<file path="config.mk">
export PLATFORM = sky130hd
export DESIGN_NAME = irq_ctrl_top
export DESIGN_NICKNAME = d
export VERILOG_FILES = /design/src/design/irq_pkg.sv /design/src/design/isa_pkg.sv /design/src/design/irq_arbiter.sv /design/src/design/irq_ctrl_top.sv /design/src/design/irq_pending.sv /design/src/design/wfi_ctrl.sv
export SDC_FILE = /design/constraint.sdc
export NUM_CORES = 1
export LEC_CHECK = 0
export ABC_AREA = 1
export BUFFER_PORTS_ARGS = -buffer_cell sky130_fd_sc_hd__buf_2
export CORE_ASPECT_RATIO = 0.75
export CORE_MARGIN = 4
export CORE_UTILIZATION = 30
export CTS_BUF_LIST = sky130_fd_sc_hd__clkbuf_4 sky130_fd_sc_hd__clkbuf_8
export DETAILED_ROUTE_END_ITERATION = 7
export PLACE_DENSITY = 0.82
export SLEW_MARGIN = 20
export SYNTH_ARGS = -nofsm -noshare
export SYNTH_HDL_FRONTEND = slang
export SYNTH_SLANG_ARGS = --single-unit
</file>
<file path="constraint.sdc">
create_clock -name clk_i -period 3.2 [get_ports clk_i]
set_clock_uncertainty 0.1 [all_clocks]
set_input_delay 0.96 -clock clk_i [delete_from_list [all_inputs] [get_ports clk_i]]
set_output_delay 0.96 -clock clk_i [all_outputs]
set_load 0.02 [all_outputs]
</file>
<file path="src/design/irq_pkg.sv">
/*
  Interrupt numbering shared by the controller blocks.
  Holds the line count, the implemented-line mask, the interrupt
  number type and the privilege levels used by the take rule.
*/
package irq_pkg;

  // --------------------------------------------------------------------------
  // Request lines
  // --------------------------------------------------------------------------

  // All lines on irq_i, reserved ones included
  localparam int unsigned NUM_IRQ = 32;

  // Implemented lines
  // 31..16 platform, 11 machine external, 7 machine timer, 3 machine software
  localparam logic [NUM_IRQ-1:0] IRQ_VALID_MASK = 32'hffff_0888;

  // --------------------------------------------------------------------------
  // Interrupt number
  // --------------------------------------------------------------------------

  // Enough bits to name any of the NUM_IRQ lines
  localparam int unsigned IRQ_ID_W = 5;

  typedef logic [IRQ_ID_W-1:0] irq_id_t;

  // --------------------------------------------------------------------------
  // Privilege
  // --------------------------------------------------------------------------

  // Encoding follows the mstatus.MPP field
  // Only M and U are implemented on this core
  typedef enum logic [1:0] {
    PRIV_U = 2'b00,
    PRIV_M = 2'b11
  } priv_lvl_e;

endpackage

</file>
<file path="src/design/isa_pkg.sv">
/*
  Instruction word views and SYSTEM encodings.
  Holds the packed union over a retiring instruction word
  and the field constants that identify WFI.
*/
package isa_pkg;

  // --------------------------------------------------------------------------
  // Instruction word
  // --------------------------------------------------------------------------

  // One 32-bit word, seen raw or split as an I-type instruction
  // The raw view is what arrives from writeback
  // The field view is what the WFI decoder compares
  typedef union packed {
    logic [31:0] raw;
    struct packed {
      // imm[11:0], holds the function code for SYSTEM
      logic [11:0] funct12;
      logic [4:0]  rs1;
      logic [2:0]  funct3;
      logic [4:0]  rd;
      logic [6:0]  opcode;
    } itype;
  } instr_word_u;

  // --------------------------------------------------------------------------
  // SYSTEM encodings
  // --------------------------------------------------------------------------

  // Major opcode shared by ECALL, EBREAK, xRET, WFI and the CSR ops
  localparam logic [6:0] OPC_SYSTEM = 7'b111_0011;

  // funct3 of the privileged group, as opposed to CSR accesses
  localparam logic [2:0] F3_PRIV = 3'b000;

  // funct12 that selects WFI inside the privileged group
  localparam logic [11:0] F12_WFI = 12'h105;

  // x0, required in both rs1 and rd of WFI
  localparam logic [4:0] REG_ZERO = 5'd0;

endpackage

</file>
<file path="src/design/irq_arbiter.sv">
/*
  Interrupt arbiter.
  Selects the winning enabled pending line by fixed priority,
  applies the privilege and global-enable take rule and issues
  a registered single-cycle acknowledge with the interrupt number.
*/
`timescale 1ns/1ps

module irq_arbiter (
  input  logic               clk_i,
  input  logic               rst_ni,
  input  logic [31:0]        mip_i,
  input  logic [31:0]        mie_i,
  input  logic               mstatus_mie_i,
  input  irq_pkg::priv_lvl_e priv_lvl_i,
  output logic               irq_ack_o,
  output irq_pkg::irq_id_t   irq_id_o
);

  import irq_pkg::*;

  // Lines that are both pending and locally enabled
  logic [NUM_IRQ-1:0] pend_en;

  // Current winner
  logic    win_valid;
  irq_id_t win_id;

  // Take decision and the acknowledge it leads to
  logic    take;
  logic    issue;

  // Acknowledge pulse and the number it carries
  logic    ack_q;
  irq_id_t id_q;

  assign pend_en = mip_i & mie_i;

  // --------------------------------------------------------------------------
  // Fixed priority
  // --------------------------------------------------------------------------

  // Order from high to low: 31..16, 11, 3, 7
  // Lines are visited from lowest to highest priority so that a later
  // hit overrides an earlier one
  always_comb begin
    win_valid = 1'b0;
    win_id    = '0;
    if (pend_en[7]) begin
      win_valid = 1'b1;
      win_id    = irq_id_t'(7);
    end
    if (pend_en[3]) begin
      win_valid = 1'b1;
      win_id    = irq_id_t'(3);
    end
    if (pend_en[11]) begin
      win_valid = 1'b1;
      win_id    = irq_id_t'(11);
    end
    // Platform lines, higher number wins
    for (int i = 16; i < NUM_IRQ; i++) begin
      if (pend_en[i]) begin
        win_valid = 1'b1;
        win_id    = irq_id_t'(i);
      end
    end
  end

  // --------------------------------------------------------------------------
  // Take rule and acknowledge
  // --------------------------------------------------------------------------

  // M mode needs mstatus.MIE, U mode is always interruptible by M
  assign take = win_valid &&
                (((priv_lvl_i == PRIV_M) && mstatus_mie_i) || (priv_lvl_i == PRIV_U));

  // No back-to-back acknowledge, a held request gets every second cycle
  assign issue = take && !ack_q;

  always_ff @(posedge clk_i or negedge rst_ni) begin
    if (!rst_ni) begin
      ack_q <= 1'b0;
      id_q  <= '0;
    end else begin
      ack_q <= issue;
      // Number is held between acknowledges
      if (issue) begin
        id_q <= win_id;
      end
    end
  end

  assign irq_ack_o = ack_q;
  assign irq_id_o  = id_q;

  // --------------------------------------------------------------------------
  // Checks
  // --------------------------------------------------------------------------

  // Acknowledge is a pulse
  a_ack_pulse: assert property (
    @(posedge clk_i) disable iff (!rst_ni)
    irq_ack_o |=> !irq_ack_o
  );

  // Acknowledged number is an implemented line
  a_ack_id_valid: assert property (
    @(posedge clk_i) disable iff (!rst_ni)
    irq_ack_o |-> IRQ_VALID_MASK[irq_id_o]
  );

  // Acknowledged line was enabled when it was selected
  a_ack_id_enabled: assert property (
    @(posedge clk_i) disable iff (!rst_ni)
    irq_ack_o |-> |($past(mie_i) & (32'h1 << irq_id_o))
  );

endmodule

</file>
<file path="src/design/irq_ctrl_top.sv">
/*
  Interrupt and sleep controller top level.
  Connects the pending register, the arbiter and the WFI block
  and passes the sleep delay down.
*/
`timescale 1ns/1ps

module irq_ctrl_top #(
  parameter int unsigned SLEEP_DELAY = 1
) (
  input  logic               clk_i,
  input  logic               rst_ni,
  // Interrupt requests and CSR state
  input  logic [31:0]        irq_i,
  input  logic [31:0]        mie_i,
  input  logic               mstatus_mie_i,
  input  logic               mstatus_tw_i,
  input  irq_pkg::priv_lvl_e priv_lvl_i,
  // Writeback stage
  input  logic               retire_valid_i,
  input  logic [31:0]        retire_instr_i,
  input  logic               retire_err_i,
  // Pipeline activity and debug
  input  logic               lsu_busy_i,
  input  logic [1:0]         fetch_outstanding_i,
  input  logic               debug_req_i,
  // Results
  output logic [31:0]        mip_o,
  output logic               irq_ack_o,
  output irq_pkg::irq_id_t   irq_id_o,
  output logic               core_sleep_o
);

  import isa_pkg::*;

  // Pending and enabled, towards the WFI block
  logic        wake;

  // Retiring word as it arrives, decoded inside wfi_ctrl
  instr_word_u retire_instr;

  assign retire_instr.raw = retire_instr_i;

  // --------------------------------------------------------------------------
  // Blocks
  // --------------------------------------------------------------------------

  irq_pending u_pending (
    .clk_i  (clk_i),
    .rst_ni (rst_ni),
    .irq_i  (irq_i),
    .mie_i  (mie_i),
    .mip_o  (mip_o),
    .wake_o (wake)
  );

  irq_arbiter u_arbiter (
    .clk_i         (clk_i),
    .rst_ni        (rst_ni),
    .mip_i         (mip_o),
    .mie_i         (mie_i),
    .mstatus_mie_i (mstatus_mie_i),
    .priv_lvl_i    (priv_lvl_i),
    .irq_ack_o     (irq_ack_o),
    .irq_id_o      (irq_id_o)
  );

  wfi_ctrl #(
    .SLEEP_DELAY (SLEEP_DELAY)
  ) u_wfi (
    .clk_i               (clk_i),
    .rst_ni              (rst_ni),
    .retire_valid_i      (retire_valid_i),
    .retire_instr_i      (retire_instr),
    .retire_err_i        (retire_err_i),
    .priv_lvl_i          (priv_lvl_i),
    .mstatus_tw_i        (mstatus_tw_i),
    .lsu_busy_i          (lsu_busy_i),
    .fetch_outstanding_i (fetch_outstanding_i),
    .wake_i              (wake),
    .debug_req_i         (debug_req_i),
    .core_sleep_o        (core_sleep_o)
  );

endmodule

</file>
<file path="src/design/irq_pending.sv">
/*
  Interrupt pending register.
  Samples the request lines into mip with reserved lines cleared
  and flags a pending and enabled line as a wakeup condition.
*/
`timescale 1ns/1ps

module irq_pending (
  input  logic        clk_i,
  input  logic        rst_ni,
  input  logic [31:0] irq_i,
  input  logic [31:0] mie_i,
  output logic [31:0] mip_o,
  output logic        wake_o
);

  import irq_pkg::*;

  // Registered request word, reserved lines already dropped
  logic [NUM_IRQ-1:0] mip_q;

  // --------------------------------------------------------------------------
  // Pending register
  // --------------------------------------------------------------------------

  // One cycle of latency from irq_i to mip
  always_ff @(posedge clk_i or negedge rst_ni) begin
    if (!rst_ni) begin
      mip_q <= '0;
    end else begin
      mip_q <= irq_i & IRQ_VALID_MASK;
    end
  end

  assign mip_o = mip_q;

  // Wake ignores mstatus.MIE and privilege
  // WFI must resume even when the interrupt itself is not taken
  assign wake_o = |(mip_q & mie_i);

  // --------------------------------------------------------------------------
  // Checks
  // --------------------------------------------------------------------------

  // A request on a reserved line never shows up in mip
  a_mip_no_reserved: assert property (
    @(posedge clk_i) disable iff (!rst_ni)
    |(irq_i & ~IRQ_VALID_MASK) |=> ((mip_o & ~IRQ_VALID_MASK) == '0)
  );

endmodule

</file>
<file path="src/design/wfi_ctrl.sv">
/*
  WFI and sleep control.
  Recognizes a legally retiring WFI, holds the wait state until
  a wake, and raises sleep after a run of idle pipeline cycles.
*/
`timescale 1ns/1ps

module wfi_ctrl #(
  parameter int unsigned SLEEP_DELAY = 1
) (
  input  logic                clk_i,
  input  logic                rst_ni,
  input  logic                retire_valid_i,
  input  isa_pkg::instr_word_u retire_instr_i,
  input  logic                retire_err_i,
  input  irq_pkg::priv_lvl_e  priv_lvl_i,
  input  logic                mstatus_tw_i,
  input  logic                lsu_busy_i,
  input  logic [1:0]          fetch_outstanding_i,
  input  logic                wake_i,
  input  logic                debug_req_i,
  output logic                core_sleep_o
);

  import irq_pkg::*;
  import isa_pkg::*;

  // Wide enough to hold SLEEP_DELAY-1, at least one bit
  localparam int unsigned CNT_W = $clog2(SLEEP_DELAY + 1);
  localparam logic [CNT_W-1:0] CNT_LAST = CNT_W'(SLEEP_DELAY - 1);

  logic             is_wfi_enc;
  logic             wfi_legal;
  logic             wake;
  logic             idle;

  logic             wait_q;
  logic             sleep_q;
  logic [CNT_W-1:0] idle_cnt_q;

  // --------------------------------------------------------------------------
  // WFI decode
  // --------------------------------------------------------------------------

  // Field view of the retiring word
  // WFI is SYSTEM, privileged group, funct12 0x105, x0 in rs1 and rd
  assign is_wfi_enc = (retire_instr_i.itype.opcode  == OPC_SYSTEM) &&
                      (retire_instr_i.itype.funct3  == F3_PRIV)    &&
                      (retire_instr_i.itype.funct12 == F12_WFI)    &&
                      (retire_instr_i.itype.rs1     == REG_ZERO)   &&
                      (retire_instr_i.itype.rd      == REG_ZERO);

  // Faulting fetch or TW trap in U mode means no wait state
  assign wfi_legal = retire_valid_i && is_wfi_enc && !retire_err_i &&
                     !((priv_lvl_i == PRIV_U) && mstatus_tw_i);

  // Interrupt pending and enabled, or debug request
  assign wake = wake_i || debug_req_i;

  // Pipeline drained and nothing about to end the wait
  assign idle = wait_q && !lsu_busy_i && (fetch_outstanding_i == 2'd0) && !wake;

  // --------------------------------------------------------------------------
  // Wait state
  // --------------------------------------------------------------------------

  always_ff @(posedge clk_i or negedge rst_ni) begin
    if (!rst_ni) begin
      wait_q <= 1'b0;
    end else if (wake) begin
      // Wake wins over a WFI in the same cycle
      wait_q <= 1'b0;
    end else if (wfi_legal) begin
      wait_q <= 1'b1;
    end
  end

  // --------------------------------------------------------------------------
  // Idle count and sleep
  // --------------------------------------------------------------------------

  // Counts idle cycles already seen in this run, saturates at CNT_LAST
  always_ff @(posedge clk_i or negedge rst_ni) begin
    if (!rst_ni) begin
      idle_cnt_q <= '0;
    end else if (!idle) begin
      idle_cnt_q <= '0;
    end else if (idle_cnt_q != CNT_LAST) begin
      idle_cnt_q <= idle_cnt_q + 1'b1;
    end
  end

  // Rises the cycle after the SLEEP_DELAY-th idle cycle
  // Stays up until the wait ends
  always_ff @(posedge clk_i or negedge rst_ni) begin
    if (!rst_ni) begin
      sleep_q <= 1'b0;
    end else if (wake || !wait_q) begin
      sleep_q <= 1'b0;
    end else if (idle && (idle_cnt_q == CNT_LAST)) begin
      sleep_q <= 1'b1;
    end
  end

  assign core_sleep_o = sleep_q;

  // --------------------------------------------------------------------------
  // Checks
  // --------------------------------------------------------------------------

  // Only a WFI puts the core to sleep
  a_sleep_in_wait: assert property (
    @(posedge clk_i) disable iff (!rst_ni)
    core_sleep_o |-> wait_q
  );

endmodule

</file>
After elaboration in Yosys (flattened, before gate mapping)
Cells that the tools add are included.
Word-level totals
  flip-flop bits (word level): 28
  logic and storage cells: 88
Cells by class
  add/sub/neg operators: 1
  eq/ne operators: 3
  muxes and demuxes: 44
  bitwise gates (word level): 2
  reduce and logical (&&, ||, !) cells: 32
Operator list (number)
  $mux W5: 16
  $and A32 B32 Y32: 1
  $reduce_or A32 Y1: 1
  $mux W1: 25
  $logic_and A1 B1 Y1: 15
  $eq A12 B9 Y1 const B: 1
  $logic_not A5 Y1: 2
  $eq A7 B7 Y1 const B: 1
  $logic_not A1 Y1: 6
  $mux W3: 2
  $logic_not A2 Y1: 2
  $mux W4: 1
  $reduce_bool A2 Y1: 2
  $logic_not A3 Y1: 1
  $logic_or A1 B1 Y1: 3
  $eq A2 B2 Y1 const B: 1
  $add A1 B1 Y1 const B: 1
  $not A1 Y1: 1

Longest topological paths before layout
Gate-level depths: netlist of run 1.
  depth after elaboration: 22
  gate-level depth with buffers: 18

Cells and area by module
From an unflattened synthesis of run 1, not the netlist that was laid out.
Unflattened totals
  cells, all modules: 198
  area, all modules: 1470.2 µm²
Modules (own cells, without submodules)
  irq_pending: times used 1, cells each 65, area each 708.2 µm²
  irq_arbiter: times used 1, cells each 84, area each 515.5 µm²
  wfi_ctrl: times used 1, cells each 49, area each 246.5 µm²

Worst setup path after synthesis of run 1
Ideal clock, no wire load.
  path type: input to register
  from: in mie_i[3]
  to: reg u_arbiter.id_q[0] (netlist: u_arbiter.irq_id_o[0])
  library setup time: 0.122 ns
  arrival time: 1.869 ns
  required time: 2.978 ns
  setup slack: 1.109 ns
  stages on the path: 18
  path buffers: 0
  path through: nand2_1 -> nand3_2 -> nand2_2 -> nand2_1 -> nand2_1 -> nand2_1 -> nand2_1 -> nand2_1 -> nand2_1 -> nand2_1 -> nand2_1 -> nand2_1 -> nand2_1 -> nand2_1 -> nand2_1 -> nand2_1 -> nand2_1 -> a21oi_2
On the way
  word-level cells in the longest chain between the ends: 21
  elaborated cells on any way between the ends: 39
  classes of those cells: mux: 36; bitwise: 1; reduce/logical: 2
RTL lines
  from (decl): line irq_ctrl_top.sv:15  | input logic [31:0] mie_i,
  $and A32 B32 Y32 *: line irq_arbiter.sv:37  | assign pend_en = mip_i & mie_i;
  $mux W1: line irq_arbiter.sv:53  | if (pend_en[3]) begin
  $mux W1: line irq_arbiter.sv:57  | if (pend_en[11]) begin
  $mux W1 (16 in a row): line irq_arbiter.sv:63  | if (pend_en[i]) begin
  $logic_and A1 B1 Y1: line irq_arbiter.sv:75  | assign take = win_valid &&
  $logic_and A1 B1 Y1: line irq_arbiter.sv:79  | assign issue = take && !ack_q;
  to (signal assigned): line irq_arbiter.sv:89  | id_q <= win_id;
  to (decl): line irq_arbiter.sv:35  | irq_id_t id_q;
Mark *: on every way between the ends. The rest lies on a longest branch, timed or not.
A chain may end at the register's enable or synchronous reset.

Worst setup path in the final report of run 1
Same ends and word-level chain as after synthesis.

==> metrics.md, run 1 <==
| Metric | Value |
|---|---|
| Number of CTS-inserted buffers | `3` |
| NumNets Final | `368` |
| Crit-path most repeated cell | `nand2_1` |
| Initial Util | `32.0%` |
| TritonCTS clock tree | `yes` |
| First DRT Iteration DRCs | `19` |
| Cell variety after synth | `26` |
| Number of remaining DRC errors | `0` |
| Count of final hold-check violations | `0` |
| TNS Setup | `0 ps` |
| Clk slew on worst S/H paths | `80 ps` |
| Htree depth | `1` |
| GPL Wtd Cong | `0.753` |
| Vias in the first global route | `1373` |
| Yosys reg bits | `27` |
| Clock Sinks | `27` |
| CP max stage delay | `120 ps` |
| GRT Resource Usage Total | `13.4%` |
| Drt pass-1 iters | `4` |
| Netlist Area Pre-Place | `1330 µm²` |
| Synth area leaders | `dfrtp_1 51%, nand2_1 12%, buf_4 7.3%, nor2_1 3.4%, nand2_2 3.3%` |
| Endpoint class of the critical path | `register` |
| Syn_area_per_cell | `8.93 µm²` |
| Fmax | `0.481 GHz` |
| CP max-delay cell | `nand3_2` |
| Post-CTS Setup Repair Bufs | `0` |
| Hold slack | `416 ps` |
| Max Buffers Root-to-Sink | `2` |
| Met1 WL | `1460 µm` |
| MaxCap Viol Count | `0` |
| Peak VDD IR | `0.254 mV` |
| Chip width | `84.9 µm` |
| Arrival time worst endpoint | `2140 ps` |
| Final worst path period need | `2080 ps` |
| Post-synth top area share | `50.8%` |
| Hold_buf cts | `0` |
| Top layer in use | `met4` |
| Buf+Inv Stages, Crit Path | `1` |
| Seq/Total Area, Yosys | `50.8%` |
| Finish-stage setup viols | `0` |
| Worst Hold Class | `reg2reg` |
| Leak | `1.07 nW` |
| Final worst setup slack | `1120 ps` |
| Post_cts resized | `0` |
| Later-pin clock latency in the skew report | `260 ps` |
| ANT nets after route | `0` |
| RSZ-0062 raised after global routing | `no` |
| Maximum number of pins on one net before global-route repair | `28` |
| Maximum fanout along the worst path | `2` |
| Critical-path cell list | `buf_2 > nand2_1 > nand3_2 > nand2_2 > nand2_1 > nand2_1 > nand2_1 > nand2_1 > nand2_1 > nand2_1 > nand2_1 > nand2_1 > nand2_1 > nand2_1 > nand2_1 > nand2_1 > nand2_1 > nand2_1 > a21oi_2` |
| Fraction of layout cells with a size suffix above 1 | `49.4%` |
| Remaining Overflow, GRT | `0` |
| Total Wirelength | `3650 µm` |
| Mapped Cells | `149` |
| Clock Tree Root | `clkbuf_8` |
| Crit path max-delay family | `simple AND/OR/NAND/NOR gates` |
| CORE AREA | `4150 µm²` |
| Slew HR | `59.5%` |
| HPWL Detailed | `3160 µm` |
| Die Footprint | `5580 µm²` |
| IO Port Bufs | `107` |
| Die height | `65.7 µm` |
| ANT cells | `0` |
| I/O Pins | `147` |
| Power per standard cell area | `393 nW/µm²` |
| Slew Limit Fails | `0` |
| Placed instance area | `1880 µm²` |
| Synth area leader | `dfrtp_1` |
| Pre-CTS WS | `809 ps` |
| Crit share post-route | `64.9%` |
| Worst R2R Setup Slack | `1520 ps` |
| WS Path Type | `in2reg` |
| Post-layout instance area | `1930 µm²` |
| Met3 wire len | `490 µm` |
| Drt wl/cell | `11.6 µm` |
| Met2 wire length | `1660 µm` |
| Least-Margin Pin Slew | `607 ps` |
| Critical Path Source Type | `input pin` |
| Req. time, crit path | `3260 ps` |
| Via count | `1356` |
| Row count | `20` |
| Synth warn | `0` |
| Area grow syn2layout | `45.1%` |
| Status | `completed` |
| First-pass GRT wire length | `5950 µm` |
| Initial antenna violation count | `0` |
| Via density | `4.32` |
registers in the layout, indices dropped and copies added, names as in the netlist:
name / count
u_arbiter.irq_id_o: 5
u_arbiter.irq_ack_o: 1
u_wfi.wait_q: 1
u_wfi.core_sleep_o: 1
u_pending.mip_o: 19
worst min-delay path, stage by stage (launching register included):
cell and delay, ps:
dfrtp_1 350, nor2_1 50, a21oi_2 80
metal layers:
| layer | vias to the layer above | global-route usage, % |
|---|---|---|
| met5 | - | 0 |
| met4 | 0 | 4.74 |
| met3 | 4 | 4.39 |
| met2 | 89 | 22.9 |
| met1 | 582 | 15.9 |
| li1 | 681 | - |
path summary, 6_finish.rpt:
check	end	start	depth (start not counted)
worst max-delay path	u_arbiter.irq_id_o[0]$_DFFE_PN0P_	mie_i[3]	19
worst min-delay path	u_arbiter.irq_id_o[0]$_DFFE_PN0P_	u_arbiter.irq_id_o[0]$_DFFE_PN0P_	2
worst max register to register	u_arbiter.irq_id_o[0]$_DFFE_PN0P_	u_pending.mip_o[3]$_DFF_PN0_	18
worst min register to register	u_arbiter.irq_id_o[0]$_DFFE_PN0P_	u_arbiter.irq_id_o[0]$_DFFE_PN0P_	2
max in group asynchronous	u_arbiter.irq_id_o[2]$_DFFE_PN0P_	rst_ni	1
min in group asynchronous	u_pending.mip_o[20]$_DFF_PN0_	rst_ni	1
stage by stage:
| stage | std cells | power [mW] | utilization [%] |
|---|---|---|---|
| 3_5_place_dp | 310 | 0.575 | 45.3 |
| 6_report | 314 | 0.760 | 46.5 |
| 5_1_grt | 314 | 0.811 | 46.5 |
| 3_3_place_gp | 310 | 0.572 | 45.3 |
| 4_1_cts | 314 | 0.773 | 46.5 |
| 2_1_floorplan | 161 | 0.494 | - |
cells in the mapped netlist (all sizes together):
| master | count |
|---|---|
| buf | 13 |
| inv | 11 |
| a21boi | 1 |
| a21oi | 6 |
| nor2 | 13 |
| dfrtp | 27 |
| conb | 1 |
| nand3b | 1 |
| nor4b | 1 |
| nor4 | 7 |
| nand3 | 6 |
| a31oi | 3 |
| nand4 | 2 |
| o21ai | 2 |
| nor3 | 4 |
| nand2 | 49 |
| o21bai | 1 |
| a2111oi | 1 |
cell type report:
type / instances / area (µm²)
clock buffer: 4 / 48.8
timing repair buffer: 107 / 536
inverter: 11 / 41.3
multi-input combinational: 110 / 562
tap: 55 / 68.8
fill: 400 / 2220
sequential: 27 / 676
logic make-up (layout without fill, tap and decap cells):
| family | after synthesis | in the layout | share of synthesized area [%] |
|---|---|---|---|
| flops | 27 | 27 | 50.8 |
| compound gates | 14 | 14 | 7.24 |
| other cells | 1 | 13 | 0.282 |
| simple gates | 83 | 83 | 31.3 |
| buf+inv | 24 | 122 | 10.4 |
report_power, final:
group	internal [mW]	switching, mW	total [mW]
clock	0.0974	0.0963	0.194
combinational	0.0748	0.115	0.190
sequential	0.364	0.0126	0.376
total	0.536	0.224	0.760
cells in the final DEF, fill, tap and decap left out, types with 2 or more instances in the layout:
cell type,count
buf_2,107
nand2_1,42
dfrtp_1,27
conb_1,13
nor2_1,12
inv_1,10
nand2_2,7
nor4_1,6
a21oi_1,5
nand3_1,4
a31oi_1,3
clkbuf_8,3
o21ai_0,2
nand3_2,2
nand4_1,2
nor3_1,2
(Power assumes the default switching activity.)
==> run 2, diff against run 1 <==
ABC_AREA = 0   (was 1)
PLACE_DENSITY = 0.83   (was 0.82)
clock period = 2 ns   (was 3.2 ns; I/O delays follow)
==> metrics.md, run 2 <==
| Metric | Value |
|---|---|
| Drt pass-1 iters | `4` |
| FF+latch area | `676 µm²` |
| Hold_buf cts | `0` |
| WS Path Type | `in2reg` |
| Status | `completed` |
| Slew Limit Fails | `0` |
| Initial antenna violation count | `0` |
| GRT Resource Usage Total | `14.6%` |
| GPL Wtd Cong | `0.779` |
| Fmax | `0.555 GHz` |
| ANT nets after route | `0` |
| Post-synthesis async set-or-reset flop share | `100%` |
| Worst R2R Setup Slack | `220 ps` |
| Total Wirelength | `3920 µm` |
| Seq/Total Area, Yosys | `51.9%` |
| HPWL Detailed | `3360 µm` |
| NumNets Final | `345` |
| Power per standard cell area | `636 nW/µm²` |
| First DRT Iteration DRCs | `57` |
| Max reg flops | `19` |
| Leading cell type in the layout, fill and taps excluded | `buf_2` |
| Clk pwr share | `24.9%` |
| Synth area leader | `dfrtp_1` |
| Most frequent cells after synthesis | `27 x dfrtp_1, 13 x buf_4, 9 x a22o_1, 9 x nand2_1, 9 x nor2_1` |
| Top-count cell post-synth | `dfrtp_1` |
| CP max stage delay | `340 ps` |
| Worst Hold Class | `in2async` |
| Area grow syn2layout | `51.7%` |
| Sw Ratio | `30.4%` |
| Clock Tree Root | `clkbuf_8` |
| Number of CTS-inserted buffers | `3` |
| Post-synth top area share | `51.9%` |
| Later-pin clock latency in the skew report | `280 ps` |
| Final worst path period need | `1800 ps` |
| Psw | `382 µW` |
| Worst r2r path cells | `6` |
| CORE AREA | `4130 µm²` |
| Number of remaining DRC errors | `0` |
| Leak | `1.02 nW` |
| Drt wl/cell | `13.5 µm` |
| RSZ-0062 raised after global routing | `no` |
| Syn_area_per_cell | `11.2 µm²` |
| Combinational fraction of design power | `26.6%` |
| Crit share post-route | `90.1%` |
| Req. time, crit path | `2070 ps` |
| Placed instance area | `1930 µm²` |
| Fraction of layout cells with a size suffix above 1 | `53.8%` |
| Remaining Overflow, GRT | `0` |
| IO Port Bufs | `107` |
| Synth area leaders | `dfrtp_1 52%, buf_4 7.5%, a22o_1 6.1%, nor4_4 3.3%, nand2_1 2.6%` |
| Via count | `1399` |
| Clk slew on worst S/H paths | `100 ps` |
| R2r endpoint | `u_arbiter.irq_id_o[1]$_DFFE_PN0P_` |
| ANT cells | `0` |
| CP max-delay cell | `a222oi_1` |
| First-pass GRT wire length | `6330 µm` |
| Post-layout instance area | `1970 µm²` |
| Initial Util | `31.5%` |
| Maximum fanout along the worst path | `3` |
| Critical Path Source Type | `input pin` |
| TritonCTS clock tree | `yes` |
| Netlist Area Pre-Place | `1300 µm²` |
| Peak VDD IR | `0.392 mV` |
| Slew HR | `60.8%` |
| Seq pwr share | `48.4%` |
| EDFF count, synth | `0` |
| Die Footprint | `5470 µm²` |
| Chip width | `84.1 µm` |
| Reg-to-reg startpoint | `u_pending.mip_o[11]$_DFF_PN0_` |
| Finish-stage setup viols | `0` |
| Multi-input logic area | `569 µm²` |
| Count of final hold-check violations | `0` |
| Max Buffers Root-to-Sink | `2` |
| Int Pwr | `873 µW` |
| Maximum number of pins on one net before global-route repair | `28` |
| Synth warn | `0` |
| I/O Pins | `147` |
| TNS Setup | `0 ps` |
| Pre-CTS WS | `-105 ps` |
| Endpoint class of the critical path | `register` |
| Final worst setup slack | `198 ps` |
| MaxCap Viol Count | `0` |
| Mapped Cells | `116` |
| Htree depth | `1` |
| Cell variety after synth | `35` |
| Fillcell total | `396` |
| Row count | `20` |
| Post_cts resized | `0` |
| Arrival time worst endpoint | `1870 ps` |
| Least-Margin Pin Slew | `587 ps` |
| Tot Pwr | `1.26 mW` |
| Yosys reg bits | `27` |
| Clock Sinks | `27` |
| Synth Flop Type | `dfrtp_1` |
| Die height | `65.0 µm` |
| Most frequent cells in the layout | `107 x buf_2, 27 x dfrtp_1, 13 x conb_1` |
| Post-CTS Setup Repair Bufs | `0` |
| Via density | `4.81` |
| Critical-path cell list | `buf_2 > a222oi_1 > buf_4 > or3_1 > a211oi_1 > a211o_1 > mux2_4` |
| Vias in the first global route | `1386` |
-- run 2: changes by cell type after synthesis, sizes merged, moves of 3 or more --
cell,delta
a21oi,-4
a22o,+9
a31oi,+3
inv,-10
nand2,-40
nor2,-4
-- run 2: layout make-up --
cell class | count | share of cell area (%)
inverters | 1 | 0.190
flip-flops and latches | 27 | 34.2
clock inverters | 1 | 0.253
repair buffers | 117 | 30.9
multi-input cells | 87 | 28.8
well taps | 55 | 3.49
clock buffers | 3 | 2.09
-- run 2: power groups by stage --
stage	clock [mW]	sequential [mW]	combinational, mW
after floorplan	0	0.666	0.132
final	0.313	0.608	0.334
after CTS	0.331	0.609	0.339
after global placement	0	0.617	0.334
after detailed placement	0	0.619	0.338
after global routing	0.360	0.616	0.368
-- run 2: worst max-delay path, delay by kind of cell --
| kind | cells | cell delay [ps] |
|---|---|---|
| muxes | 1 | 250 |
| and+or+nand+nor | 1 | 100 |
| buffers and inverters | 2 | 280 |
| AOI/OAI and AO/OA | 3 | 640 |
-- run 2: per-stage QoR --
step	utilization, %	hold slack [ps]	std cells
4_1_cts	47.8	240	291
5_1_grt	47.8	260	291
3_3_place_gp	46.7	399	287
3_5_place_dp	46.7	409	287
6_report	47.8	214	291
2_1_floorplan	-	204	128
-- run 2: how the worst max path moves through the flow --
stage,from,to
final,mie_i[11],u_arbiter.irq_id_o[1]$_DFFE_PN0P_
after global routing,retire_instr_i[12],u_wfi.wait_q$_DFFE_PN0P_
after detailed placement,mie_i[11],u_arbiter.irq_id_o[1]$_DFFE_PN0P_
after global placement,retire_instr_i[12],u_wfi.wait_q$_DFFE_PN0P_
after floorplan,mie_i[11],u_arbiter.irq_id_o[1]$_DFFE_PN0P_
after CTS,mie_i[11],u_arbiter.irq_id_o[1]$_DFFE_PN0P_
-- run 2: metal layers --
layer | routed length, µm | vias to the layer above | track usage [%] | share of wire (%)
li1 | - | 664 | - | -
met1 | 1510 | 644 | 16.6 | 39
met2 | 1920 | 87 | 25.5 | 49
met3 | 468 | 4 | 5.97 | 12
met4 | 25 | 0 | 3.61 | 0.64
met5 | 0 | - | 0 | 0
-- run 2: cells by family (layout without fill, tap and decap cells) --
group                  count (synthesis)  count (layout)  share of synthesized area (%)
AND/OR/NAND/NOR                       41              41                           18.9
multiplexers                           1               1                           1.15
buffers and inverters                 14             122                           7.79
flip-flops                            27              27                           51.9
other                                  1              13                          0.288
AO/OA/AOI/OAI                         32              32                           19.9
==> run 3, diff against run 2 <==
clock period = 1.9 ns   (was 2 ns; I/O delays follow)
==> metrics.md, run 3 (synthesis results as in run 2) <==
| Metric | Value |
|---|---|
| Status | `completed` |
| Clock Sinks | `27` |
| Most frequent cells in the layout | `107 x buf_2, 27 x dfrtp_1, 15 x buf_4` |
| Row count | `20` |
| Remaining Overflow, GRT | `0` |
| Arrival time worst endpoint | `1870 ps` |
| Peak VDD IR | `0.472 mV` |
| Power per standard cell area | `669 nW/µm²` |
| Clock Tree Root | `clkbuf_8` |
| GPL Wtd Cong | `0.791` |
| CORE AREA | `4130 µm²` |
| Via count | `1383` |
| Initial Util | `31.5%` |
| MaxCap Viol Count | `0` |
| Critical Path Source Type | `register` |
| Clk slew on worst S/H paths | `90 ps` |
| NumNets Final | `350` |
| Die height | `65.0 µm` |
| Later-pin clock latency in the skew report | `280 ps` |
| Die Footprint | `5470 µm²` |
| Worst Hold Class | `in2async` |
| Initial antenna violation count | `0` |
| Least-Margin Pin Slew | `625 ps` |
| Total Wirelength | `4010 µm` |
| Maximum fanout along the worst path | `4` |
| Area grow syn2layout | `54.8%` |
| Drt wl/cell | `13.6 µm` |
| Fraction of layout cells with a size suffix above 1 | `54.8%` |
| Hold slack | `203 ps` |
| Slew HR | `58.3%` |
| Drt pass-1 iters | `6` |
| Number of remaining DRC errors | `0` |
| Max Buffers Root-to-Sink | `2` |
| RSZ-0062 raised after global routing | `no` |
| Crit share post-route | `95.0%` |
| ANT cells | `0` |
| Post_cts resized | `0` |
| Non-filler instance count after layout | `296` |
| Max reg flops | `19` |
| GRT Resource Usage Total | `15.2%` |
| First DRT Iteration DRCs | `32` |
| Fmax | `0.554 GHz` |
| Via density | `4.67` |
| Leak | `1.05 nW` |
| Fillcell total | `410` |
| Post-CTS Setup Repair Bufs | `0` |
| Hold_buf cts | `0` |
| Count of final hold-check violations | `0` |
| Endpoint class of the critical path | `register` |
| Vias in the first global route | `1445` |
| First-pass GRT wire length | `6530 µm` |
| Leading cell type in the layout, fill and taps excluded | `buf_2` |
| I/O Pins | `147` |
| Slew Limit Fails | `0` |
| Htree depth | `1` |
| TNS Setup | `0 ps` |
| Chip width | `84.1 µm` |
| HPWL Detailed | `3430 µm` |
| Finish-stage setup viols | `0` |
| ANT nets after route | `0` |
| Maximum number of pins on one net before global-route repair | `28` |
| Number of CTS-inserted buffers | `3` |
| IO Port Bufs | `107` |
| TritonCTS clock tree | `yes` |
| Placed cell count | `292` |
| Final worst path period need | `1810 ps` |
| Req. time, crit path | `1970 ps` |
| WS Path Type | `reg2reg` |
run 3: cell count changes in the layout (fill, tap and decap cells not counted), sizes merged:
cell and change:
clkinv -1, buf +5, clkbuf +1
run 3: routing by layer:
metal | up-vias | track usage [%] | part of all wire, %
met5 | - | 0 | 0
met4 | 0 | 4.42 | 1.0
met3 | 5 | 5.97 | 11
met2 | 84 | 27.2 | 48
met1 | 620 | 16.8 | 40
li1 | 674 | - | -
run 3: final timing paths:
kind	startpoint	endpoint	slack, ps	cells past startpoint
hold reg to reg	u_wfi.wait_q$_DFFE_PN0P_	u_wfi.core_sleep_o$_DFFE_PN0P_	440	1
max in group asynchronous	rst_ni	u_pending.mip_o[28]$_DFF_PN0_	1090	1
setup reg to reg	u_pending.mip_o[11]$_DFF_PN0_	u_arbiter.irq_id_o[1]$_DFFE_PN0P_	90	6
hold / removal	rst_ni	u_arbiter.irq_id_o[2]$_DFFE_PN0P_	200	1
setup / recovery	u_pending.mip_o[11]$_DFF_PN0_	u_arbiter.irq_id_o[1]$_DFFE_PN0P_	90	6
min in group clk_i	irq_i[7]	u_pending.mip_o[7]$_DFF_PN0_	290	1
run 3: report_power, final:
part / internal, mW / leakage [nW] / total, mW / switching [mW]
Sequential: 0.614 / 0.312 / 0.641 / 0.0274
Combinational: 0.167 / 0.710 / 0.363 / 0.196
Clock: 0.165 / 0.0262 / 0.343 / 0.178
run 3: per-stage QoR:
step / instance area, µm² / setup WS (ps) / utilization, % / total power [mW]
floorplan: 1350 / -62.0 / - / 0.840
global placement: 1970 / -153 / 47.6 / 1.01
detailed placement: 1970 / -193 / 47.6 / 1.02
CTS: 2010 / 84.5 / 48.8 / 1.37
global route: 2010 / 15.1 / 48.8 / 1.45
finish: 2010 / 94.9 / 48.8 / 1.35
run 3: area by class of cell:
cell class              instances  area (µm²)  area share [%]
flip-flops and latches         27         676            33.5
clock buffers                   4        48.8            2.42
inverters                       1        3.75           0.186
multi-input cells              87         569            28.3
well taps                      55        68.8            3.42
repair buffers                122         648            32.2
run 3: critical path, cell delays in order (launching register included):
cell      delay (ps)
dfrtp_1          420
a222oi_1         350
buf_4            190
or3_1            100
a211oi_1          60
a211o_1          240
mux2_4           250
